$ cat src/hdl/mem_unit_config.svh
`ifndef MEM_UNIT_CONFIG_SVH
`define MEM_UNIT_CONFIG_SVH

// bus widths
`define MEM_ADDR_WIDTH      32
`define MEM_DATA_WIDTH      32
`define MEM_CORE_TAG_WIDTH  4

// scratchpad size in words
`define SMEM_DEPTH          256

// performance counters
`define PERF_CTR_WIDTH      32

// register byte offsets on the wishbone side
`define PERF_REG_CTRL       32'h00
`define PERF_REG_READS      32'h04
`define PERF_REG_WRITES     32'h08
`define PERF_REG_STALLS     32'h0C
`define PERF_REG_LATENCY    32'h10

`endif
$ cat src/hdl/mem_unit_pkg.sv
`default_nettype none

`include "mem_unit_config.svh"

package mem_unit_pkg;

    typedef logic [`MEM_ADDR_WIDTH-1:0]       addr_t;
    typedef logic [`MEM_DATA_WIDTH-1:0]       word_t;
    typedef logic [`MEM_DATA_WIDTH/8-1:0]     byteen_t;
    typedef logic [`MEM_CORE_TAG_WIDTH-1:0]   core_tag_t;
    // core tag with the source bit on top
    typedef logic [`MEM_CORE_TAG_WIDTH:0]     mem_tag_t;
    typedef logic [`PERF_CTR_WIDTH-1:0]       perf_ctr_t;

    typedef struct packed {
        addr_t     addr;
        core_tag_t tag;
    } fetch_req_t;

    typedef struct packed {
        logic      rw;
        byteen_t   byteen;
        addr_t     addr;
        word_t     data;
        core_tag_t tag;
        logic      sm;
    } data_req_t;

    typedef struct packed {
        word_t     data;
        core_tag_t tag;
    } core_rsp_t;

    typedef struct packed {
        logic     rw;
        byteen_t  byteen;
        addr_t    addr;
        word_t    data;
        mem_tag_t tag;
    } mem_req_t;

    typedef struct packed {
        word_t    data;
        mem_tag_t tag;
    } mem_rsp_t;

    typedef struct packed {
        logic enable;
        logic clear;
    } perf_ctrl_t;

endpackage

`default_nettype wire

$ cat src/hdl/smem_split.sv
`timescale 1ns/100ps
`default_nettype none

module smem_split import mem_unit_pkg::*; (
    // core data port
    input  wire data_req_t data_req,
    input  wire            data_req_valid,
    output logic           data_req_ready,
    output core_rsp_t      data_rsp,
    output logic           data_rsp_valid,
    input  wire            data_rsp_ready,

    // towards the scratchpad
    output data_req_t      smem_req,
    output logic           smem_req_valid,
    input  wire            smem_req_ready,
    input  wire core_rsp_t smem_rsp,
    input  wire            smem_rsp_valid,
    output logic           smem_rsp_ready,

    // towards external memory
    output data_req_t      ext_req,
    output logic           ext_req_valid,
    input  wire            ext_req_ready,
    input  wire core_rsp_t ext_rsp,
    input  wire            ext_rsp_valid,
    output logic           ext_rsp_ready
);

    // same payload on both sides, only one valid is raised
    assign smem_req = data_req;
    assign ext_req  = data_req;

    assign smem_req_valid = data_req_valid && data_req.sm;
    assign ext_req_valid  = data_req_valid && !data_req.sm;

    // ready from whichever side the sm flag picks
    assign data_req_ready = data_req.sm ? smem_req_ready : ext_req_ready;

    // scratchpad response has fixed priority
    assign data_rsp_valid = smem_rsp_valid || ext_rsp_valid;
    assign data_rsp       = smem_rsp_valid ? smem_rsp : ext_rsp;

    assign smem_rsp_ready = data_rsp_ready;
    // external side stalls while the scratchpad is answering
    assign ext_rsp_ready  = data_rsp_ready && !smem_rsp_valid;

endmodule

`default_nettype wire

$ cat config.mk
export PLATFORM = sky130hd
export DESIGN_NAME = smem_split
export DESIGN_NICKNAME = d
export VERILOG_FILES = /design/src/hdl/mem_unit_pkg.sv /design/src/hdl/smem_split.sv
export VERILOG_INCLUDE_DIRS = /design/src /design/src/hdl
export SDC_FILE = /design/constraint.sdc
export NUM_CORES = 1
export LEC_CHECK = 0
export ABC_AREA = 1
export BUFFER_PORTS_ARGS = -buffer_cell sky130_fd_sc_hd__buf_4
export CORE_AREA = 2 2 135 137
export DETAILED_ROUTE_END_ITERATION = 12
export DIE_AREA = 0 0 137 139
export GPL_ROUTABILITY_DRIVEN = 0
export PLACE_DENSITY = 0.39
export SLEW_MARGIN = 20
export SYNTH_ARGS = -nofsm -noshare
export SYNTH_HDL_FRONTEND = slang
export SYNTH_SLANG_ARGS = --single-unit
$ cat constraint.sdc
create_clock -name vclk -period 0.8
set_clock_uncertainty 0.05 [all_clocks]
set_input_delay 0.16 -clock vclk [all_inputs]
set_output_delay 0.16 -clock vclk [all_outputs]
set_load 0.01 [all_outputs]
== Word level (Yosys, flattened, before mapping) ==
Cells that the tools add are included.

* Add/subtract/negate cells: 0
* Multipliers: 0
* Divide/modulo/power cells: 0
* $lt $le $gt $ge: 0
* Eq/ne operators: 0
* Shift operators: 0
* Muxes and demuxes: 2
* Bitwise gates (word level): 0
* Reduce and logical (&&, ||, !) cells: 6

{| class="wikitable"
|+ Operators with widths
! cell !! number
|-
| two-way mux 36 bit || 1
|-
| logical AND 1 bit || 3
|-
| zero test 1 bit || 2
|-
| logical OR 1 bit || 1
|-
| two-way mux 1 bit || 1
|}

* Flip-flop bits (word level): 0
* Latch bits: 0
* Memory bits (writable): 0
* ROM bits: 0
* Input bits: 152
* Output and inout port bits: 190
* Word-level logic and storage cells: 8
* Memories: 0

== Logic depth before layout (Yosys ltp) ==
* Depth after elaboration: 2
* Gate-level depth with buffers: 4
* Depth with buffers taken out: 3

== Worst setup path before layout ==
Ideal clock, no wire load.

* Path kind: input-to-output
* Start: input smem_rsp_valid
* End: output data_rsp_valid
* Arrival: 0.590 ns
* Data required time: 0.590 ns
* Setup slack: 0.000 ns
* Stages: 2
* Path buffers: 1
* Cell sequence: buf_6 or2_2

* Cells in the longest elaborated chain, start to end: 1

{| class="wikitable"
|+ Ends and longest elaborated chain
! element !! line !! source
|-
| start: declaration || smem_split.sv:18 || <nowiki>input wire smem_rsp_valid,</nowiki>
|-
| logical OR 1 bit || smem_split.sv:41 || <nowiki>assign data_rsp_valid = smem_rsp_valid || ext_rsp_valid;</nowiki>
|-
| end: declaration || smem_split.sv:10 || <nowiki>output logic data_rsp_valid,</nowiki>
|}

Every way passes these cells.

==> results.toml <==
[synthesis]
netlist_instances = 276
synth.avg_cell_area_um2 = 5.90
yosysUniqueCellTypes = 8
synth_top_family_by_area = "buffers and inverters"
synth_area_um2 = 1630
syn-num-nets = 428
synth_compound_area_share_pct = 0
synthMuxAreaShare_pct = 0
ys.warnings.count = 0
synth-simple-area-share_pct = 26.7
synth-xor-area-share_pct = 0
synthAdderAreaFrac_pct = 0
ys_seq_area_share_pct = 0

[sta]
min_period_over_period_pct = 127
setup_ws_ns = -0.214
hold_viol = 0
final_max_slew_viol_count = 0
finalSetupViolCount = 38
rsz0062_at_grt = "true"
worstMarginPinSlew_ns = 0.183
max-slew-margin-rel_pct = 87.8
period_needed_ns = 1.01
timing.fmax_mhz = 986

[cells_and_area]
design.seq.count = 0
multiInputGateArea_um2 = 602
clock_buffers = 0
seq_area_um2 = 0
nets = 409
area_growth_pct = 30.3
diodes = 0
drive_gt1_share_pct = 71.0
finalInstanceArea_um2 = 2120
fillers = 2087

[global_route]
grt_max_degree = 17
grt_util_all_layers_pct = 5.72
grt_antenna_before_repair = 0
grt_pass1_wl_mm = 8.15
first_global_vias = 1370
grt-ovfl-total = 0

[floorplanning]
initial_utilization_pct = 9.22
die_h_um = 139
io_pins = 342
die_area_um2 = 19000
dieWidth_um = 137
core_area_um2 = 17700
row_count = 49

[critical_path]
worstPathMaxFanout = 11
cp.buffers_inverters = 4
cp_cell_sequence = "buf_12 -> buf_6 -> buf_8 -> nand2_1 -> nand2_1 -> buf_4"
crit_type = "input port to primary output"
max_stage_delay_ns = 0.14
worstSetupEndpointType = "primary output"
startpoint_type = "input port"
cp.arrival_ns = 0.80
crit_family = "buffers and inverters"
path_common_cell = "nand2_1"
cp.required_ns = 0.59
worst_path_max_delay_cell = "buf_8"

[placement]
port_buffers = 123
placed_area_um2 = 1750
place_ws_ns = -0.265
hpwl_mm = 4.51

[route]
wl_mm = 5.96
remaining_drc_errors = 0
dr.pass1.iters = 3
vias = 1385
ant_nets = 0
drt_first_iter_violations = 22
viasPerCell = 2.86
wire_per_inst_um = 12.3

[flow_run]
cap_violations = 0

[power_and_ir_drop]
seqPwrFrac_pct = 0
ir_drop_mv = 0.142
leakage_uw = 0.00114
power_density_nw_per_um2 = 546
p_comb_share_pct = 100.0
p_int_uw = 686
switching_share_pct = 40.8
clkPwrFrac_pct = 0
switching_power_uw = 472

[outcome]
outcome = "complete, but fails checks"
violations = "negative setup slack"

[min_path]
hold_path_class = "input port to primary output"
[final timing paths]
kind	from	slack, ns	endpoint	depth (start not counted)
hold / removal	data_req[13]	0.27	ext_req[13]	0
setup / recovery	smem_rsp_valid	-0.21	data_rsp[15]	6
[metrics by stage]
stage          hold slack (ns)  TNS (ns)  util [%]  std cells  power (uW)
6_report                 0.270     -6.81      12.0        484        1160
5_1_grt                  0.270     -8.54      12.0        484        1270
4_1_cts                  0.270     -7.73      11.7        485        1160
3_5_place_dp             0.270     -8.92      9.89        478         934
3_3_place_gp             0.270     -8.53      9.89        478         933
2_1_floorplan            0.318         0         -        276        1060
[Yosys cell counts, drive strengths merged]
cell type / n / area share (%)
or2: 1 / 0.38
buf: 156 / 72
nor2: 2 / 0.46
inv: 5 / 1.2
nand2: 112 / 26
[power groups by stage]
stage | Combinational [uW] | Clock (uW) | Sequential, uW
global placement | 933 | 0 | 0
finish | 1160 | 0 | 0
detailed placement | 934 | 0 | 0
floorplan | 1060 | 0 | 0
global route | 1270 | 0 | 0
CTS | 1160 | 0 | 0
[cell usage in the layout, fill, tap and decap left out]
| cell type | instances |
|---|---|
| buf_6 | 20 |
| inv_12 | 1 |
| nor2_1 | 1 |
| nor2_2 | 1 |
| nand2_4 | 11 |
| or2_4 | 1 |
| nand2_2 | 32 |
| buf_8 | 3 |
| buf_4 | 106 |
| buf_16 | 2 |
| inv_1 | 4 |
| nand2_1 | 69 |
| buf_12 | 4 |
[cell families (layout without fill, tap and decap cells)]
kind of cell / Yosys count / after routing
buf+inv: 161 / 140
simple gates: 115 / 115
[layout make-up]
cell class / instances / share of cell area [%]
multi-input cells: 115 / 28.4
repair buffers: 135 / 56.6
well taps: 229 / 13.5
inverters: 5 / 1.47
[repair_timing]
action | in CTS | in global routing
pin swaps | 4 | 3
resized for setup | 67 | 25
setup buffers | 5 | 0
endpoints found under the hold margin | 0 | 0
endpoints found under the setup margin | 38 | 38
hold buffers | 0 | 0
cloned | 3 | 0
[metal layers]
layer | global-route usage [%] | share of wire, %
met1 | 5.40 | 31
met2 | 9.48 | 44
met3 | 1.97 | 14
met4 | 5.48 | 11
met5 | 0 | 0
Power figures use the tool's default switching activity.
