**src/hdl/mem_unit_config.svh**
```systemverilog
`ifndef MEM_UNIT_CONFIG_SVH
`define MEM_UNIT_CONFIG_SVH

// bus widths
`define MEM_ADDR_WIDTH      32
`define MEM_DATA_WIDTH      32
`define MEM_CORE_TAG_WIDTH  4

// scratchpad size in words
`define SMEM_DEPTH          256

// performance counters
`define PERF_CTR_WIDTH      32

// register byte offsets on the wishbone side
`define PERF_REG_CTRL       32'h00
`define PERF_REG_READS      32'h04
`define PERF_REG_WRITES     32'h08
`define PERF_REG_STALLS     32'h0C
`define PERF_REG_LATENCY    32'h10

`endif
```
**src/hdl/mem_unit_pkg.sv**
```systemverilog
`default_nettype none

`include "mem_unit_config.svh"

package mem_unit_pkg;

    typedef logic [`MEM_ADDR_WIDTH-1:0]       addr_t;
    typedef logic [`MEM_DATA_WIDTH-1:0]       word_t;
    typedef logic [`MEM_DATA_WIDTH/8-1:0]     byteen_t;
    typedef logic [`MEM_CORE_TAG_WIDTH-1:0]   core_tag_t;
    // core tag with the source bit on top
    typedef logic [`MEM_CORE_TAG_WIDTH:0]     mem_tag_t;
    typedef logic [`PERF_CTR_WIDTH-1:0]       perf_ctr_t;

    typedef struct packed {
        addr_t     addr;
        core_tag_t tag;
    } fetch_req_t;

    typedef struct packed {
        logic      rw;
        byteen_t   byteen;
        addr_t     addr;
        word_t     data;
        core_tag_t tag;
        logic      sm;
    } data_req_t;

    typedef struct packed {
        word_t     data;
        core_tag_t tag;
    } core_rsp_t;

    typedef struct packed {
        logic     rw;
        byteen_t  byteen;
        addr_t    addr;
        word_t    data;
        mem_tag_t tag;
    } mem_req_t;

    typedef struct packed {
        word_t    data;
        mem_tag_t tag;
    } mem_rsp_t;

    typedef struct packed {
        logic enable;
        logic clear;
    } perf_ctrl_t;

endpackage

`default_nettype wire

```
**src/hdl/mem_perf_counters.sv**
```systemverilog
`timescale 1ns/100ps
`default_nettype none

module mem_perf_counters import mem_unit_pkg::*; (
    input  wire             clk,
    input  wire             reset,
    input  wire perf_ctrl_t perf_ctrl,

    // memory port handshakes
    input  wire             mem_req_valid,
    input  wire             mem_req_ready,
    input  wire             mem_req_rw,
    input  wire             mem_rsp_valid,
    input  wire             mem_rsp_ready,

    output perf_ctr_t       reads,
    output perf_ctr_t       writes,
    output perf_ctr_t       stalls,
    output perf_ctr_t       latency
);

    perf_ctr_t outstanding;
    logic      rd_fire;
    logic      wr_fire;
    logic      rsp_fire;

    assign rd_fire  = mem_req_valid && mem_req_ready && !mem_req_rw;
    assign wr_fire  = mem_req_valid && mem_req_ready && mem_req_rw;
    assign rsp_fire = mem_rsp_valid && mem_rsp_ready;

    always_ff @(posedge clk) begin
        if (reset || perf_ctrl.clear) begin
            outstanding <= '0;
            reads       <= '0;
            writes      <= '0;
            stalls      <= '0;
            latency     <= '0;
        end else begin
            // reads in flight, tracked even when disabled
            if (rd_fire && !rsp_fire) begin
                outstanding <= outstanding + 1'b1;
            end else if (!rd_fire && rsp_fire && outstanding != '0) begin
                outstanding <= outstanding - 1'b1;
            end

            if (perf_ctrl.enable) begin
                if (rd_fire) begin
                    reads <= reads + 1'b1;
                end
                if (wr_fire) begin
                    writes <= writes + 1'b1;
                end
                if (mem_req_valid && !mem_req_ready) begin
                    stalls <= stalls + 1'b1;
                end
                // one unit per read per cycle in flight
                latency <= latency + outstanding;
            end
        end
    end

endmodule

`default_nettype wire

```
**config.mk**
```make
export PLATFORM = sky130hd
export DESIGN_NAME = mem_perf_counters
export DESIGN_NICKNAME = d
export VERILOG_FILES = /design/src/hdl/mem_unit_pkg.sv /design/src/hdl/mem_perf_counters.sv
export VERILOG_INCLUDE_DIRS = /design/src /design/src/hdl
export SDC_FILE = /design/constraint.sdc
export NUM_CORES = 1
export LEC_CHECK = 0
export BUFFER_PORTS_ARGS = -buffer_cell sky130_fd_sc_hd__buf_2
export CAP_MARGIN = 20
export CORE_MARGIN = 5
export CORE_UTILIZATION = 58
export CTS_CLUSTER_SIZE = 12
export DETAILED_ROUTE_END_ITERATION = 10
export PLACE_DENSITY = 0.84
export REMOVE_ABC_BUFFERS = 1
export SLEW_MARGIN = 40
export SYNTH_ARGS = -nofsm -noshare
export SYNTH_HDL_FRONTEND = slang
export SYNTH_SLANG_ARGS = --single-unit
```
**constraint.sdc**
```tcl
create_clock -name clk -period 4.6 [get_ports clk]
set_input_delay 0.46 -clock clk [delete_from_list [all_inputs] [get_ports clk]]
set_output_delay 0.46 -clock clk [all_outputs]
set_load 0.02 [all_outputs]
```
**After elaboration in Yosys (flattened, before gate mapping)**

Index checks and enable logic that the tools add are counted.

- Flip-flop bits (word level): 160
- Input bits: 9
- Output and inout bits: 128
- Word-level logic and storage cells: 31

- Add/sub/neg operators: 6
- Mux-type cells: 2
- Reductions and logical operators: 18

Operators with widths:

| cell | number |
|---|---|
| $add 32x1->32 const B | 4 |
| $mux 32 | 2 |
| $add 32x32->32 | 1 |
| $reduce_bool 32->1 | 1 |
| $sub 32x1->32 const B | 1 |
| $logic_and 1x1->1 | 8 |
| $reduce_and 2->1 | 3 |
| $logic_not 1->1 | 4 |
| $reduce_bool 2->1 | 1 |
| $logic_or 1x1->1 | 1 |

**Depth between registers and ports, before layout**

- Word-level depth: 7
- Depth in mapped cells: 13
- Gate-level depth less buffers: 13

**Worst setup path before layout**

No wires, ideal clock.

- Path type: input to register
- Start: input port mem_req_rw
- End: register outstanding[19]
- Library setup time: 0.117 ns
- Data arrival time: 3.393 ns
- Required time: 4.483 ns
- Setup slack: 1.090 ns
- Stages on the path: 13
- Buffers on the path: 1
- Cells stage by stage: nand3b_1 a21o_1 ha_1 buf_6 a21o_1 a221o_1 a21oi_2 o41ai_4 a31o_2 a2111oi_2 nor3_1 mux2i_1 nand2_1

- Word-level cells in the longest chain between the ends: 6
- Elaborated cells between the ends (all ways): 8
- Those cells by class: 1 x mux; 7 x reduce/logical

Ends and longest elaborated chain:

| element | line | source |
|---|---|---|
| start, declared | mem_perf_counters.sv:12 | `input wire mem_req_rw,` |
| $logic_not 1->1 * | mem_perf_counters.sv:27 | `assign rd_fire = mem_req_valid && mem_req_ready && !mem_req_rw;` |
| $logic_and 1x1->1 * | mem_perf_counters.sv:27 |  |
| $logic_not 1->1 | mem_perf_counters.sv:42 | `end else if (!rd_fire && rsp_fire && outstanding != '0) begin` |
| $logic_and 1x1->1 (2 in series) | mem_perf_counters.sv:42 |  |
| $reduce_bool 2->1 (no line) | -- |  |
| end signal, assigned | mem_perf_counters.sv:41 | `outstanding <= outstanding + 1'b1;` |
| end signal, assigned | mem_perf_counters.sv:43 | `outstanding <= outstanding - 1'b1;` |
| end, declared | mem_perf_counters.sv:22 | `perf_ctr_t outstanding;` |

Every way passes the cells marked *; elsewhere a longest branch is shown, timed or not.
A chain may end at the register's enable or synchronous reset.

**Worst setup path in the final report**

- Start: input port mem_req_rw
- End: register outstanding[31]

Same word-level chain as after synthesis.

==> run metrics <==
outcome=complete, no violations; share of layout cells above drive strength 1=15.2%; # diodes=0; Worst Setup Start Kind=input port; Simple-Gate Fraction of Synth Area=24.8%; clk buf depth=2; GRT Residual Overflow=0; synthesized cell area=0.00975 mm2; post-synthesis register bit count=160; CTS buffer count=17; residual DRC count=0; sequential cell area fraction in the yosys report=32.9%; Post-CTS Setup Bufs=0; Final GP Congestion=0.923; Layout Nets=1390; Synth area leaders=dfxtp_1 (33%), ha_1 (8.6%), xor2_1 (6.6%), nor2_1 (5.8%), a21oi_1 (4.7%); required time of the worst setup path=4.89 ns; WL per Instance=16.1 um; CP max-delay cell=nor4_1; area share of fa/ha/maj cells after synthesis=9.01%; Clock power frac=39.4%; Avg Vias per Cell=5.92; Distinct cells, synth=74; grt peak-use layer=met2; Reg power frac=38.6%; top cell type's share of synthesized area=32.9%; Starting Density=59.0%; CTS root buf=clkbuf_16; post-DP HPWL=18200 um; Max Fclk=276 MHz; Post-CTS Resized=0; fill count=1341; Least-Margin Pin Slew=0.830 ns; First-pass DRT Iterations=5; crit path kind=in -> reg; RSZ-0062 raised after global routing=no; Die Height=140 um; PortBufs=136; TritonCTS clock tree=built; Synth Area in XOR/XNOR=11.0%; first-pass GRT wire length=41200 um; post-route ant nets=0; Finished Cell Area=0.0112 mm2; Gate Count Post-Synth=1198; vias in the first global route=8537; Avg Inst Size Synth=8.14 um2; final WL=24800 um; GR Layer Usage met1=33.6%; H-tree levels=4; die area=0.0195 mm2; Detailed Route Iter0 Violations=665; crit path DAT=3.91 ns; Clock Skew=0.00859 ns; Yosys top cell by area=dfxtp_1; I/O Pins=137; critical path peak fanout=24; number of synthesized flops with an enable pin=0; clk_lat worst skew=0.42 ns; sw power=1.17 mW; clk slew on worst S/H paths=0.06 ns; Leakage=5.08 nW; pwr/cell area=339 mW/mm2; worst rel slew slack=44.7%; largest net degree at the start of global routing=58; Synth Flop Type=dfxtp_1; Final TNS setup=0 ns; met3 usage in global routing=4.15%; Synth Area in Compound Gates=17.5%; Internal Power=2.63 mW; cell count after placement=1513; total track usage=24.8%; Vias=9145; mux cell area share after synthesis=2.05%; Logic pwr share=22.0%; Core ar.=0.0165 mm2; slowest stage delay, CP=0.59 ns; max-slew violation count=0; crit path time final=3.62 ns; P&R area growth vs syn=14.8%; antenna violations before repair=0; Die Span X=140 um; final worst-path cycle share=78.6%; Hold Violations, Final=0; CTS Sinks=160; CTS Hold Bufs=0; placed cell areas=0.0106 mm2; Switching Share=30.8%; Hold Path Class=reg -> reg; Post-synth ARST share=0%; Worst setup EP type=register; met2 Track Usage GR=41.2%; critical path, cell by cell=buf_2 -> nand3b_1 -> a21o_1 -> buf_4 -> ha_1 -> nand2_1 -> nor4_1 -> a2111oi_4 -> o41ai_2 -> mux2i_1 -> xnor2_1 -> nor2_1; Final setup viols=0; Core Rows=47; Worst VDD drop=0.272 mV; final std cells w/o fill=1545; largest family of logic cells by synthesized area=simple AND/OR/NAND/NOR gates; maxcap violations=0; synth warn=0
-- power by group through the flow --
stage	registers, mW	logic (mW)	clock network, mW
floorplan	1.48	0.642	0
global placement	1.49	0.808	0
detailed placement	1.49	0.823	0
CTS	1.46	0.830	1.51
global route	1.47	0.925	1.58
finish	1.47	0.837	1.49
-- state kept, by name, summed over array words and instances, names as in the netlist --
| name | count |
|---|---|
| outstanding | 32 |
| writes | 32 |
| latency | 32 |
| stalls | 32 |
| reads | 32 |
-- final timing paths --
| check | startpoint | endpoint | slack, ns | cells past startpoint |
|---|---|---|---|---|
| worst max register to register | outstanding[0] | latency[20] | 1.63 | 12 |
| worst min-delay path | latency[31] | latency[31] | 0.49 | 2 |
| worst max-delay path | mem_req_rw | outstanding[31] | 0.98 | 12 |
| worst min register to register | latency[31] | latency[31] | 0.49 | 2 |
-- metrics by stage --
stage / setup WS, ns / hold slack (ns) / util [%] / power, mW
finish: 0.983 / 0.486 / 67.7 / 3.80
global route: 0.812 / 0.511 / 67.7 / 3.97
CTS: 1.04 / 0.477 / 67.7 / 3.81
detailed placement: 0.622 / 0.479 / 64.0 / 2.32
global placement: 0.701 / 0.466 / 63.9 / 2.30
floorplan: 1.04 / 0.465 / - / 2.12
-- synthesized netlist by cell type, drive strengths merged, types with 4 or more instances --
| master | count |
|---|---|
| nand4b | 5 |
| o211ai | 4 |
| xor2 | 74 |
| mux2i | 20 |
| buf | 12 |
| nor4 | 13 |
| o21bai | 8 |
| and4 | 8 |
| a211o | 5 |
| xnor2 | 48 |
| nand3 | 65 |
| or3 | 13 |
| or2 | 4 |
| a31o | 4 |
| dfxtp | 160 |
| nor2b | 7 |
| nand2b | 8 |
| nand2 | 117 |
| a211oi | 13 |
| and2 | 9 |
| o21a | 12 |
| and3 | 28 |
| nor3 | 27 |
| o31ai | 4 |
| a21oi | 93 |
| a31oi | 8 |
| ha | 67 |
| clkbuf | 36 |
| o21ai | 48 |
| nor2 | 152 |
| inv | 21 |
| nand4 | 32 |
| a21o | 36 |
-- cells by family after synthesis --
family | after synthesis
simple gates | 497
compound gates | 261
flops | 160
xor+xnor | 122
buf+inv | 69
fa+ha+maj | 69
mux | 20
-- worst max-delay path, delay by kind of cell --
| kind | cells | cell delay [ns] |
|---|---|---|
| mux | 1 | 0.26 |
| xor+xnor | 1 | 0.14 |
| simple gates | 4 | 1.07 |
| buf+inv | 2 | 0.47 |
| fa+ha+maj | 1 | 0.41 |
| compound gates | 3 | 1.09 |
-- routing by layer --
layer	part of all wire (%)	routed length (um)
met1	44	11000
met5	0	0
met3	6.6	1640
met4	1.8	439
met2	47	11700
-- final cells by class --
| cell class | count | area (um2) | area share, % |
|---|---|---|---|
| Sequential cell | 160 | 3200 | 28.6 |
| Multi-Input combinational cell | 969 | 6280 | 56.1 |
| Tap cell | 220 | 275 | 2.46 |
| Timing Repair Buffer | 143 | 733 | 6.55 |
| Inverter | 21 | 78.8 | 0.704 |
| Clock buffer | 18 | 429 | 3.83 |
| Clock inverter | 14 | 195 | 1.74 |
-- placed cells by master, fill, tap and decap left out, drive strengths merged, types with 18 or more instances in the layout --
cell type and count:
nand4 32, ha 67, buf 143, xnor2 48
mux2i 20, xor2 74, nor2 152, dfxtp 160
inv 28, clkbuf 18, nor3 27, nand3 65
a21oi 93, o21ai 48, and3 28, a21o 36
nand2 117
No activity file was read; power rests on OpenSTA's default activity.
