`src/hdl/mem_unit_config.svh`:
```
`ifndef MEM_UNIT_CONFIG_SVH
`define MEM_UNIT_CONFIG_SVH

// bus widths
`define MEM_ADDR_WIDTH      32
`define MEM_DATA_WIDTH      32
`define MEM_CORE_TAG_WIDTH  4

// scratchpad size in words
`define SMEM_DEPTH          256

// performance counters
`define PERF_CTR_WIDTH      32

// register byte offsets on the wishbone side
`define PERF_REG_CTRL       32'h00
`define PERF_REG_READS      32'h04
`define PERF_REG_WRITES     32'h08
`define PERF_REG_STALLS     32'h0C
`define PERF_REG_LATENCY    32'h10

`endif
```
`src/hdl/mem_unit_pkg.sv`:
```
`default_nettype none

`include "mem_unit_config.svh"

package mem_unit_pkg;

    typedef logic [`MEM_ADDR_WIDTH-1:0]       addr_t;
    typedef logic [`MEM_DATA_WIDTH-1:0]       word_t;
    typedef logic [`MEM_DATA_WIDTH/8-1:0]     byteen_t;
    typedef logic [`MEM_CORE_TAG_WIDTH-1:0]   core_tag_t;
    // core tag with the source bit on top
    typedef logic [`MEM_CORE_TAG_WIDTH:0]     mem_tag_t;
    typedef logic [`PERF_CTR_WIDTH-1:0]       perf_ctr_t;

    typedef struct packed {
        addr_t     addr;
        core_tag_t tag;
    } fetch_req_t;

    typedef struct packed {
        logic      rw;
        byteen_t   byteen;
        addr_t     addr;
        word_t     data;
        core_tag_t tag;
        logic      sm;
    } data_req_t;

    typedef struct packed {
        word_t     data;
        core_tag_t tag;
    } core_rsp_t;

    typedef struct packed {
        logic     rw;
        byteen_t  byteen;
        addr_t    addr;
        word_t    data;
        mem_tag_t tag;
    } mem_req_t;

    typedef struct packed {
        word_t    data;
        mem_tag_t tag;
    } mem_rsp_t;

    typedef struct packed {
        logic enable;
        logic clear;
    } perf_ctrl_t;

endpackage

`default_nettype wire

```
`src/hdl/mem_perf_regs.sv`:
```
`timescale 1ns/100ps
`default_nettype none

`include "mem_unit_config.svh"

module mem_perf_regs import mem_unit_pkg::*; (
    input  wire            clk,
    input  wire            reset,

    // wishbone classic slave
    input  wire            wb_cyc,
    input  wire            wb_stb,
    input  wire            wb_we,
    input  wire addr_t     wb_adr,
    input  wire word_t     wb_dat_w,
    output word_t          wb_dat_r,
    output logic           wb_ack,

    // counter values
    input  wire perf_ctr_t reads,
    input  wire perf_ctr_t writes,
    input  wire perf_ctr_t stalls,
    input  wire perf_ctr_t latency,

    output perf_ctrl_t     perf_ctrl
);

    logic  access;
    logic  ctrl_wr;
    word_t rd_mux;

    // single-cycle ack, low again for at least one cycle
    assign access  = wb_cyc && wb_stb && !wb_ack;
    assign ctrl_wr = access && wb_we && (wb_adr == `PERF_REG_CTRL);

    always_comb begin
        case (wb_adr)
            `PERF_REG_CTRL:    rd_mux = word_t'(perf_ctrl.enable);
            `PERF_REG_READS:   rd_mux = reads;
            `PERF_REG_WRITES:  rd_mux = writes;
            `PERF_REG_STALLS:  rd_mux = stalls;
            `PERF_REG_LATENCY: rd_mux = latency;
            default:           rd_mux = '0;
        endcase
    end

    always_ff @(posedge clk) begin
        if (reset) begin
            wb_ack           <= 1'b0;
            perf_ctrl.enable <= 1'b0;
            perf_ctrl.clear  <= 1'b0;
        end else begin
            wb_ack          <= access;
            // bit 1 gives a one-cycle pulse
            perf_ctrl.clear <= ctrl_wr && wb_dat_w[1];
            if (ctrl_wr) begin
                perf_ctrl.enable <= wb_dat_w[0];
            end
        end
    end

    always_ff @(posedge clk) begin
        if (access && !wb_we) begin
            wb_dat_r <= rd_mux;
        end
    end

endmodule

`default_nettype wire

```
`config.mk`:
```
export PLATFORM = sky130hd
export DESIGN_NAME = mem_perf_regs
export DESIGN_NICKNAME = d
export VERILOG_FILES = /design/src/hdl/mem_unit_pkg.sv /design/src/hdl/mem_perf_regs.sv
export VERILOG_INCLUDE_DIRS = /design/src /design/src/hdl
export SDC_FILE = /design/constraint.sdc
export NUM_CORES = 1
export LEC_CHECK = 0
export BUFFER_PORTS_ARGS = -buffer_cell sky130_fd_sc_hd__buf_2
export CAP_MARGIN = 40
export CORE_ASPECT_RATIO = 0.5
export CORE_MARGIN = 3
export CORE_UTILIZATION = 33
export CTS_CLUSTER_SIZE = 16
export DETAILED_ROUTE_END_ITERATION = 6
export PLACE_DENSITY = 0.78
export SLEW_MARGIN = 20
export SYNTH_ARGS = -nofsm -noshare
export SYNTH_HDL_FRONTEND = slang
export SYNTH_SLANG_ARGS = --single-unit
```
`constraint.sdc`:
```
create_clock -name clk -period 2.4 [get_ports clk]
set_clock_uncertainty 0.2 [all_clocks]
set_input_delay 0.48 -clock clk [delete_from_list [all_inputs] [get_ports clk]]
set_output_delay 0.48 -clock clk [all_outputs]
set_load 0.02 [all_outputs]
```
Word level (Yosys, flattened, before mapping)
Index checks and enable logic that the tools add are counted.

Flip-flop bits (word level): 35. Logic and storage cells: 18.

Eq/ne operators: 4. Mux-type cells: 1. Reduce and logical (&&, ||, !) cells: 9.

Operators with widths (count): $pmux W32 S5 (1); $eq A32 B4 Y1 const B (2); $eq A32 B3 Y1 const B (1); $eq A32 B5 Y1 const B (1); $logic_not A32 Y1 (1); $logic_and A1 B1 Y1 (6); $logic_not A1 Y1 (2).

Depth between registers and ports, before layout
Gate-level depths: netlist of the first run.

Depth in word-level cells: 5. Depth in mapped cells: 6. Depth with buffers taken out: 4.

Worst setup path before layout of the first run
No wires, ideal clock.

Path kind: input-to-reg. Start: input port wb_stb. End: register wb_dat_r[0] (enable). Library setup time: 0.421 ns. Arrival: 1.974 ns. Required time: 1.779 ns. Path slack: -0.195 ns. Stages: 2. Buffers on the path: 0. Path through: nand3b_1 > nor2_1.

Cells in the longest elaborated chain, start to end: 3.

Ends and longest elaborated chain: start: declaration (RTL line mem_perf_regs.sv:12) `input wire wb_stb,`; $logic_and A1 B1 Y1 (2 in series) (RTL line mem_perf_regs.sv:33) `assign access = wb_cyc && wb_stb && !wb_ack;`; $logic_and A1 B1 Y1 (RTL line mem_perf_regs.sv:63) `if (access && !wb_we) begin`; end signal: assignment (RTL line mem_perf_regs.sv:64) `wb_dat_r <= rd_mux;`; end: declaration (RTL line mem_perf_regs.sv:16) `output word_t wb_dat_r,`.

Every way passes these cells. A chain may end at the register's enable or synchronous reset.

Worst setup path in the final report of the first run
Start: input port wb_adr[2]. End: register wb_dat_r[11] (data pin).

Cells in the longest elaborated chain, start to end: 2.

Ends and longest elaborated chain: start: declaration (RTL line mem_perf_regs.sv:14) `input wire addr_t wb_adr,`; $eq A32 B5 Y1, or another cell as far along (RTL line mem_perf_regs.sv:37) `case (wb_adr)`; $pmux W32 S5 * (RTL line mem_perf_regs.sv:37); named net rd_mux[11] (RTL line mem_perf_regs.sv:30) `word_t rd_mux;`.

Mark *: on every way through the listed nets, which the timed path passes. The rest lies on a longest branch.

==> results of run 1 <==
## cells in the mapped netlist (all sizes together)
| master | number |
|---|---|
| nand2 | 31 |
| nor3 | 2 |
| inv | 1 |
| o21ai | 31 |
| nor2 | 5 |
| mux2i | 1 |
| mux4 | 1 |
| nor4 | 7 |
| and3b | 1 |
| buf | 16 |
| nand2b | 2 |
| nand3 | 1 |
| and2 | 31 |
| mux2 | 31 |
| clkbuf | 4 |
| nand4 | 2 |
| nand3b | 1 |
| a22oi | 32 |
| nor3b | 1 |
| dfxtp | 3 |
| edfxtp | 32 |
| nor2b | 1 |
## flip-flops by register name (all words and copies together), names as in the netlist
signal     flops
perf_ctrl      2
wb_ack         1
wb_dat_r      32
## layer usage
metal  vias up  share of wire, %  global-route usage [%]  wire length (um)
li1       1277                 -                       -                 -
met1      1149                44                    24.1              3480
met2        69                51                    31.6              4000
met3         2               4.4                    4.27               345
met4         0              0.22                    2.30                17
met5         -                 0                       0                 0
## cells by family (layout without fill, tap and decap cells)
kind of cell    Yosys count  after routing  share of synthesized area [%]
compound gates           63             63                           16.8
mux                      33             33                           16.2
flops                    35             35                           43.3
simple gates             85             85                           19.3
buf+inv                  21            219                           4.51
## placed cells by master, fill, tap and decap left out
cell type	n
nor4_1	6
clkbuf_16	5
nand3b_1	1
buf_12	1
nor2_4	1
edfxtp_1	32
nand3_1	1
mux2i_1	1
nand2_1	31
nor3_1	2
inv_1	1
mux4_2	1
buf_4	8
mux2_2	31
o21ai_0	31
bufinv_16	1
nor2b_2	1
clkbuf_1	1
nand2b_1	2
dfxtp_1	3
and2_1	31
nor2_1	4
nor4_2	1
nand4_1	2
a22oi_1	32
buf_2	201
and3b_1	1
buf_6	1
nor3b_4	1
## worst paths after layout
check,startpoint,end,slack (ns),cells past startpoint
max reg2reg,wb_ack,wb_dat_r[11],0.74,3
min,reset,wb_ack,0.21,2
max,wb_adr[2],wb_dat_r[11],0.36,6
min reg2reg,perf_ctrl[1],perf_ctrl[1],0.29,2
## metrics by stage
stage | setup WS [ns] | utilization [%] | hold slack (ns) | instance area (um^2) | TNS, ns
floorplan | 0.325 | - | 0.352 | 2360 | 0
detailed placement | 0.0870 | 51.2 | 0.288 | 3480 | 0
CTS | 0.339 | 53.5 | 0.208 | 3640 | 0
finish | 0.365 | 53.5 | 0.210 | 3640 | 0
global placement | -0.0794 | 51.0 | 0.274 | 3470 | -0.628
global route | 0.268 | 53.5 | 0.226 | 3640 | 0
## report_power, final
group	total, uW	switching (uW)	internal (uW)
clock network	707	224	484
registers	686	4.95	681
logic	358	165	192
total	1750	394	1360
## layout make-up
cell class,instances,area (um^2)
Clock inverter,1,30.0
Fill cell,666,3160
Inverter,1,3.75
Clock buffer,6,129
Timing Repair Buffer,211,1100
Tap cell,92,115
Multi-Input combinational cell,181,1250
Sequential cell,35,1020
==> qor.yml, run 1 <==
power:
  peakVddDrop_mv: 0.233
  power_uw: 1750
  leakage_uw: 0.00159
  pwr_density_cell_nw_per_um2: 481
route:
  drtAntennaViolNets: 0
  drc: 0
  wirelength_mm: 7.84
  routedWlPerCell_um: 14.9
  drt_iter0_drc: 168
  viasPerCell: 4.74
  dr.pass1.iters: 5
  vias: 2497
floorplanning:
  io_pins: 232
  core_area_um2: 6810
  floorplan.die_area_um2: 8260
  die_h_um: 65.8
  start_util_pct: 34.7
  core.rowCount: 21
  die_w_um: 126
grt:
  antenna_found_initial: 0
  grt_pass1_wl_mm: 12.2
  grt_usage_pct: 18.2
  grt_pass1_vias: 2509
  grt_max_degree: 35
  grt_overflow: 0
clocking:
  cts-root-buf: "clkbuf_16"
  cts_tree: "built"
  cts-htree-levels: 2
  clk_latency_ns: 0.27
  clk_pin_slew_ns: 0.05
  ctsResizeCount: 0
  cts_sinks: 35
  post_cts.repair.setup_buffers: 0
  numCtsBuffers: 5
  postCtsHoldBufs: 0
  cts_max_path_buffers: 2
cells_and_area:
  area_delta_synth_final_pct: 54.5
  final_cells: 527
  layout-drive-gt1-share_pct: 58.2
  antennaDiodeCount: 0
  fin_nets: 632
synthesis:
  postSynthAreaPerCell_um2: 9.95
  synth_top_area_cell: "edfxtp_1"
  syn_nets: 434
  yosysWarnings: 0
  netlist_top_cells_area: "edfxtp_1 (41%), mux2_2 (15%), a22oi_1 (10%), and2_1 (8.2%), o21ai_0 (6.6%)"
  synthesis.instances: 237
  yosysSeqAreaShare_pct: 43.3
  ys_seq_elements: 35
  synth_cell_types: 25
  synth_top_area_share_pct: 40.7
  netlist_area_um2: 2360
worst_setup_path:
  crit_required_ns: 2.23
  crit_family: "buffers and inverters"
  worstPathMaxFanout: 34
  critPathArrivalTime_ns: 1.87
  worstSetupPathType: "in2reg"
  path_buf_inv: 2
  crit_chain: "buf_2 -> buf_4 -> mux2_2 -> a22oi_1 -> o21ai_0 -> and2_1"
  end_kind: "register"
  critPathMaxStageDelay_ns: 0.40
  cp-start-kind: "input pin"
  cpMaxStageDelayCell: "buf_4"
timing:
  finalCritPeriodShare_pct: 84.8
  setup_viol: 0
  rsz0062_at_grt: "false"
  fmax_mhz: 491
  worstMarginPinSlew_ns: 0.657
  fin_crit_ns: 2.04
  hold_viol: 0
  maxSlewViolCount: 0
  relSlewSlack_pct: 56.0
placement:
  dp_cells: 520
  portBuffers: 201
  gp_congestion: 0.795
  hpwl_mm: 6.38
hold_path:
  hold_class: "in2reg"
run:
  drv_cap: 0
run_status:
  status: "completed"
Note: power is estimated with default switching activity, not from simulation.
==> run 2: changes to the inputs <==
--- a/config.mk
+++ b/config.mk
@@ -10,7 +10,7 @@
 export CAP_MARGIN = 40
 export CORE_ASPECT_RATIO = 0.5
 export CORE_MARGIN = 3
-export CORE_UTILIZATION = 33
+export CORE_UTILIZATION = 35
 export CTS_CLUSTER_SIZE = 16
 export DETAILED_ROUTE_END_ITERATION = 6
 export PLACE_DENSITY = 0.78
==> constraint.sdc (replaced) <==
create_clock -name clk -period 2.04 [get_ports clk]
set_clock_uncertainty 0.2 [all_clocks]
set_input_delay 0.408 -clock clk [delete_from_list [all_inputs] [get_ports clk]]
set_output_delay 0.408 -clock clk [all_outputs]
set_load 0.02 [all_outputs]
==> run 2 against run 1 <==
  * First-iteration DRC count increased by 14%
  * Design area increased by 1.8%
  * Worst setup slack got worse by 0.094 ns
  * Combinational power increased by 24%
  * Hold slack got worse by 0.081 ns
  * Utilization increased by 5.5 points
  * Cell count increased by 0.57%
  * Clock power increased by 3.1%
  * Count of clock-buffer cells in the layout increased by 1
  * Register-to-register slack got worse by 0.16 ns
  * Critical path depth unchanged
  * Critical path type unchanged
  * Largest power group is now sequential cells
==> qor.yml, run 2 (synthesis gave the netlist of run 1 again) <==
cells_and_area:
  fin_nets: 638  # +0.95%
  final_cell_mix: "buf_2 (201), a22oi_1 (32), edfxtp_1 (32)"
  final_common_cell: "buf_2"
  design_area_um2: 3710  # +1.8%
  largest_register: "wb_dat_r"
  antennaDiodeCount: 0  # unchanged
  final_cells: 530  # +0.57%
  area_delta_synth_final_pct: 57.2
  top_regs: "wb_dat_r: 32 flops, perf_ctrl: 2 flops, wb_ack: 1 flops"
  layout-drive-gt1-share_pct: 58.6  # +0.44 points
  largest_register_ffs: 32  # unchanged
  n_fill_cell: 587  # -12%
grt:
  grt_pass1_wl_mm: 12.5  # +3.0%
  grt_usage_pct: 20.3  # +2.1 points
  antenna_found_initial: 0  # unchanged
  grt_pass1_vias: 2538  # +1.2%
  grt_overflow: 0  # unchanged
  grt_max_degree: 33  # -5.7%
placement:
  gp_congestion: 0.880  # +11%
  dp_cells: 522  # +0.38%
  hpwl_mm: 6.60  # +3.4%
  post_dp_cell_area_um2: 3570  # +2.5%
  portBuffers: 201  # unchanged
  pre_cts_ws_ns: -0.00412  # -0.0911 ns
timing:
  setup_viol: 0  # unchanged
  worstMarginPinSlew_ns: 0.294  # -0.363 ns
  fin_crit_ns: 1.77
  hold_viol: 0  # unchanged
  rsz0062_at_grt: "false"
  fmax_mhz: 565
  relSlewSlack_pct: 80.3  # +24 points
  worst_slack_ns: 0.271  # -0.0940 ns
  maxSlewViolCount: 0  # unchanged
  finalCritPeriodShare_pct: 86.7
route:
  wirelength_mm: 8.12  # +3.5%
  vias: 2611  # +4.6%
  route.met3.wl_um: 398  # +15%
  m1WireLength_mm: 3.34  # -4.0%
  routedWlPerCell_um: 15.3  # +3.0%
  dr.pass1.iters: 4  # -1
  drt_iter0_drc: 192  # +14%
  drtAntennaViolNets: 0  # unchanged
  drc: 0  # unchanged
  highest_layer: "met4"
  route.met2.wl_mm: 4.33  # +8.3%
  viasPerCell: 4.93  # +4.0%
floorplanning:
  die_h_um: 64.0  # -2.6%
  floorplan.die_area_um2: 7820  # -5.3%
  core.rowCount: 20  # -4.8%
  core_area_um2: 6280  # -7.7%
  io_pins: 232  # unchanged
  start_util_pct: 37.5  # +2.9 points
  die_w_um: 122  # -2.8%
clocking:
  clk_latency_ns: 0.27  # about the same
  clk_pin_slew_ns: 0.06  # about the same
  numCtsBuffers: 5  # unchanged
  ctsResizeCount: 0  # unchanged
  postCtsHoldBufs: 0  # unchanged
  cts_sinks: 35  # unchanged
  cts-root-buf: "clkbuf_16"
  cts_max_path_buffers: 2  # unchanged
  cts-htree-levels: 2  # unchanged
  cts_tree: "built"
  post_cts.repair.setup_buffers: 0  # unchanged
power:
  power_uw: 1980  # +13%
  peakVddDrop_mv: 0.305  # +31%
  p_clk_share_pct: 36.8  # -3.6 points
  pwr_density_cell_nw_per_um2: 534  # +11%
  p_int_uw: 1500  # +10%
  leakage_uw: 0.00162  # +2.2%
  pwr-share-comb_pct: 22.5  # +2.1 points
  p_switching_uw: 485  # +23%
  p_sw_share_pct: 24.5  # +2.0 points
  seq_power_share_pct: 40.7  # +1.5 points
worst_setup_path:
  crit_required_ns: 1.87  # -0.36 ns
  critPathArrivalTime_ns: 1.60  # -0.27 ns
  worstSetupPathType: "in2reg"
  end_kind: "register"
  worstPathMaxFanout: 8  # -76%
  r2r_start: "wb_ack"
  cp-start-kind: "input pin"
  crit_start: "wb_adr[2]"
hold_path:
  hold_class: "in2reg"
  hp-start: "reset"
run_status:
  status: "completed"
run:
  drv_cap: 0  # unchanged
-- run 2: cell count changes in the layout (fill, tap and decap cells not counted), sizes merged --
| cell | change |
|---|---|
| bufinv | -1 |
| buf | +6 |
| clkinv | +1 |
| clkbuf | +1 |
-- run 2: stage by stage --
step           util (%)   TNS, ns  hold WS [ns]
2_1_floorplan         -         0         0.280
3_3_place_gp       56.9         0         0.276
3_5_place_dp       56.9  -0.00412         0.303
4_1_cts            59.0         0         0.121
5_1_grt            59.0         0         0.129
6_report           59.0         0         0.128
-- run 2: cell type report --
cell class | count | area, um^2 | share of cell area, %
inverter | 1 | 3.75 | 0.101
multi-input combinational | 181 | 1250 | 33.6
sequential | 35 | 1020 | 27.5
tap | 88 | 110 | 2.97
clock inverter | 1 | 5.00 | 0.135
timing repair buffer | 217 | 1190 | 32.1
clock buffer | 7 | 133 | 3.58
-- run 2: power by group through the flow --
stage | clock network, uW | registers (uW) | logic (uW)
final | 729 | 806 | 445
after global routing | 772 | 808 | 490
after CTS | 733 | 806 | 446
after detailed placement | 0 | 821 | 443
after global placement | 0 | 820 | 435
after floorplan | 0 | 854 | 170
-- run 2: path summary, 6_finish.rpt --
kind                  endpoint  slack (ns)  cells after the start
setup / recovery  wb_dat_r[23]        0.27                      6
hold / removal          wb_ack        0.13                      2
setup reg to reg   wb_dat_r[5]        0.58                      3
hold reg to reg   perf_ctrl[1]        0.31                      2
-- run 2: critical path: stages --
cell and delay [ns]:
buf_2 0.20, buf_4 0.22, mux2_2 0.34, a22oi_1 0.17
o21ai_0 0.10, and2_1 0.16
-- run 2: per-layer routing --
| metal | track usage [%] | up-vias |
|---|---|---|
| met3 | 3.63 | 6 |
| met4 | 3.63 | 0 |
| met2 | 36.1 | 73 |
| li1 | - | 1291 |
| met1 | 26.1 | 1241 |
| met5 | 0 | - |
==> run 3: changes to the inputs <==
--- a/config.mk
+++ b/config.mk
@@ -8,12 +8,14 @@
 export LEC_CHECK = 0
 export BUFFER_PORTS_ARGS = -buffer_cell sky130_fd_sc_hd__buf_2
 export CAP_MARGIN = 40
+export CELL_PAD_IN_SITES_DETAIL_PLACEMENT = 0
+export CELL_PAD_IN_SITES_GLOBAL_PLACEMENT = 2
 export CORE_ASPECT_RATIO = 0.5
 export CORE_MARGIN = 3
-export CORE_UTILIZATION = 35
+export CORE_UTILIZATION = 18
 export CTS_CLUSTER_SIZE = 16
 export DETAILED_ROUTE_END_ITERATION = 6
-export PLACE_DENSITY = 0.78
+export PLACE_DENSITY_LB_ADDON = 0.1
 export SLEW_MARGIN = 20
 export SYNTH_ARGS = -nofsm -noshare
 export SYNTH_HDL_FRONTEND = slang
==> run 3 against run 2 <==
  * Wire length up 8.0%
  * Sequential share of layout area decreased by 0.69 points
  * Combinational power about the same
  * Utilization decreased by 28 points
  * First-iteration DRC count is 63% lower
  * Sequential power about the same
  * Via count shrank 2.8%
==> qor.yml, run 3 (synthesis gave the netlist of run 1 again) <==
run_status:
  status: "completed"
power:
  pwr-share-comb_pct: 22.4  # about the same
  pwr_density_cell_nw_per_um2: 519  # -2.8%
  p_switching_uw: 476  # -1.8%
  p_clk_share_pct: 36.8  # about the same
  p_sw_share_pct: 24.1  # -0.37 points
  leakage_uw: 0.00161  # -0.45%
  seq_power_share_pct: 40.8  # about the same
  p_int_uw: 1500  # +0.23%
  peakVddDrop_mv: 0.254  # -17%
hold_path:
  hold_class: "in2reg"
  hp-start: "reset"
  whs_endpoint: "wb_ack"
  worstHoldPathCells: 2  # unchanged
timing:
  fmax_mhz: 588  # +4.1%
  maxSlewViolCount: 0  # unchanged
  worstMarginPinSlew_ns: 0.289  # -0.00484 ns
  relSlewSlack_pct: 80.6  # +0.33 points
  tns_ns: 0  # unchanged
  hold_viol: 0  # unchanged
  rsz0062_at_grt: "false"
  fin_crit_ns: 1.70  # -0.0701 ns
  finalCritPeriodShare_pct: 83.3  # -3.4 points
  setup_viol: 0  # unchanged
grt:
  grt_overflow: 0  # unchanged
  grt_pass1_wl_mm: 13.3  # +6.3%
  grt_max_degree: 33  # unchanged
  antenna_found_initial: 0  # unchanged
  grt_usage_pct: 11.6  # -8.7 points
  grt_pass1_vias: 2650  # +4.4%
worst_setup_path:
  worstPathMaxFanout: 18  # +10
  crit_start: "wb_adr[11]"
  cp-start-kind: "input pin"
  crit_required_ns: 1.98  # +0.11 ns
  end_kind: "register"
  reg2reg_slack_ns: 0.57  # about the same
  critPathArrivalTime_ns: 1.64  # +0.04 ns
  worstSetupPathType: "in2reg"
  r2r_start: "perf_ctrl[1]"
  reg2reg_depth: 3  # unchanged
  r2r-end: "wb_dat_r[0]"
clocking:
  cts_sinks: 35  # unchanged
  clk_latency_ns: 0.28  # about the same
  cts-root-buf: "clkbuf_16"
  cts_tree: "built"
  cts_max_path_buffers: 2  # unchanged
  cts-htree-levels: 2  # unchanged
  postCtsHoldBufs: 0  # unchanged
  clk_pin_slew_ns: 0.05  # about the same
  post_cts.repair.setup_buffers: 0  # unchanged
  ctsResizeCount: 0  # unchanged
  numCtsBuffers: 5  # unchanged
placement:
  portBuffers: 201  # unchanged
  hpwl_mm: 7.22  # +9.4%
  gp_congestion: 0.729  # -17%
cells_and_area:
  antennaDiodeCount: 0  # unchanged
  top_regs: "wb_dat_r: 32 flops, perf_ctrl: 2 flops, wb_ack: 1 flops"
  fin_nets: 636  # -0.31%
  final_common_cell: "buf_2"
  utilization_pct: 30.9  # -28 points
  area_delta_synth_final_pct: 61.3
  layout-drive-gt1-share_pct: 58.4  # -0.19 points
  largest_register_ffs: 32  # unchanged
  largest_register: "wb_dat_r"
  final_cell_mix: "buf_2 (201), a22oi_1 (32), edfxtp_1 (32)"
route:
  dr.pass1.iters: 4  # unchanged
  drt_iter0_drc: 72  # -63%
  drc: 0  # unchanged
  routedWlPerCell_um: 14.5  # -5.4%
  wirelength_mm: 8.77  # +8.0%
  viasPerCell: 4.20  # -15%
  vias: 2539  # -2.8%
  drtAntennaViolNets: 0  # unchanged
floorplanning:
  floorplan.die_area_um2: 14600  # +87%
  die_h_um: 86.9  # +36%
  core.rowCount: 28  # +40%
  core_area_um2: 12300  # +96%
  io_pins: 232  # unchanged
  die_w_um: 168  # +38%
  start_util_pct: 19.2  # -18 points
run:
  drv_cap: 0  # unchanged
## run 3: per-layer routing
layer	global-route usage, %	routed length [um]	vias up
met4	2.67	84	0
met3	4.17	697	7
met1	13.9	3800	1148
li1	-	-	1287
met2	20.2	4190	97
met5	0	0	-
## run 3: stage by stage
stage	setup slack (ns)	hold WS (ns)	std cells	power (uW)	cell area, um^2
2_1_floorplan	0.215	0.280	237	1020	2370
3_3_place_gp	0.0727	0.320	597	1260	3670
3_5_place_dp	0.0173	0.324	597	1270	3670
4_1_cts	0.295	0.104	605	2020	3800
5_1_grt	0.126	0.120	605	2090	3800
6_report	0.341	0.114	605	1970	3800
## run 3: layout make-up
| type | count | area, um^2 |
|---|---|---|
| fill | 1349 | 8490 |
| timing repair buffer | 215 | 1190 |
| sequential | 35 | 1020 |
| tap | 165 | 206 |
| inverter | 1 | 3.75 |
| multi-input combinational | 181 | 1250 |
| clock buffer | 8 | 136 |
## run 3: power groups by stage
| stage | combinational, uW | sequential (uW) | clock [uW] |
|---|---|---|---|
| after detailed placement | 450 | 821 | 0 |
| after global placement | 444 | 820 | 0 |
| after global routing | 493 | 808 | 794 |
| final | 443 | 806 | 726 |
| after CTS | 452 | 806 | 765 |
| after floorplan | 170 | 854 | 0 |
## run 3: critical path, stage by stage
cell and delay, ns:
buf_2 0.10, nor4_1 0.27, nand4_1 0.26, nor2_2 0.20
buf_4 0.22, and2_1 0.17
## run 3: worst max-delay path by stage
| stage | endpoint | slack, ns |
|---|---|---|
| after global routing | wb_dat_r[19] | 0.13 |
| after global placement | wb_dat_r[15] | 0.07 |
| after floorplan | wb_dat_r[21] | 0.22 |
| final | wb_dat_r[19] | 0.34 |
| after CTS | wb_dat_r[19] | 0.29 |
| after detailed placement | wb_dat_r[19] | 0.02 |
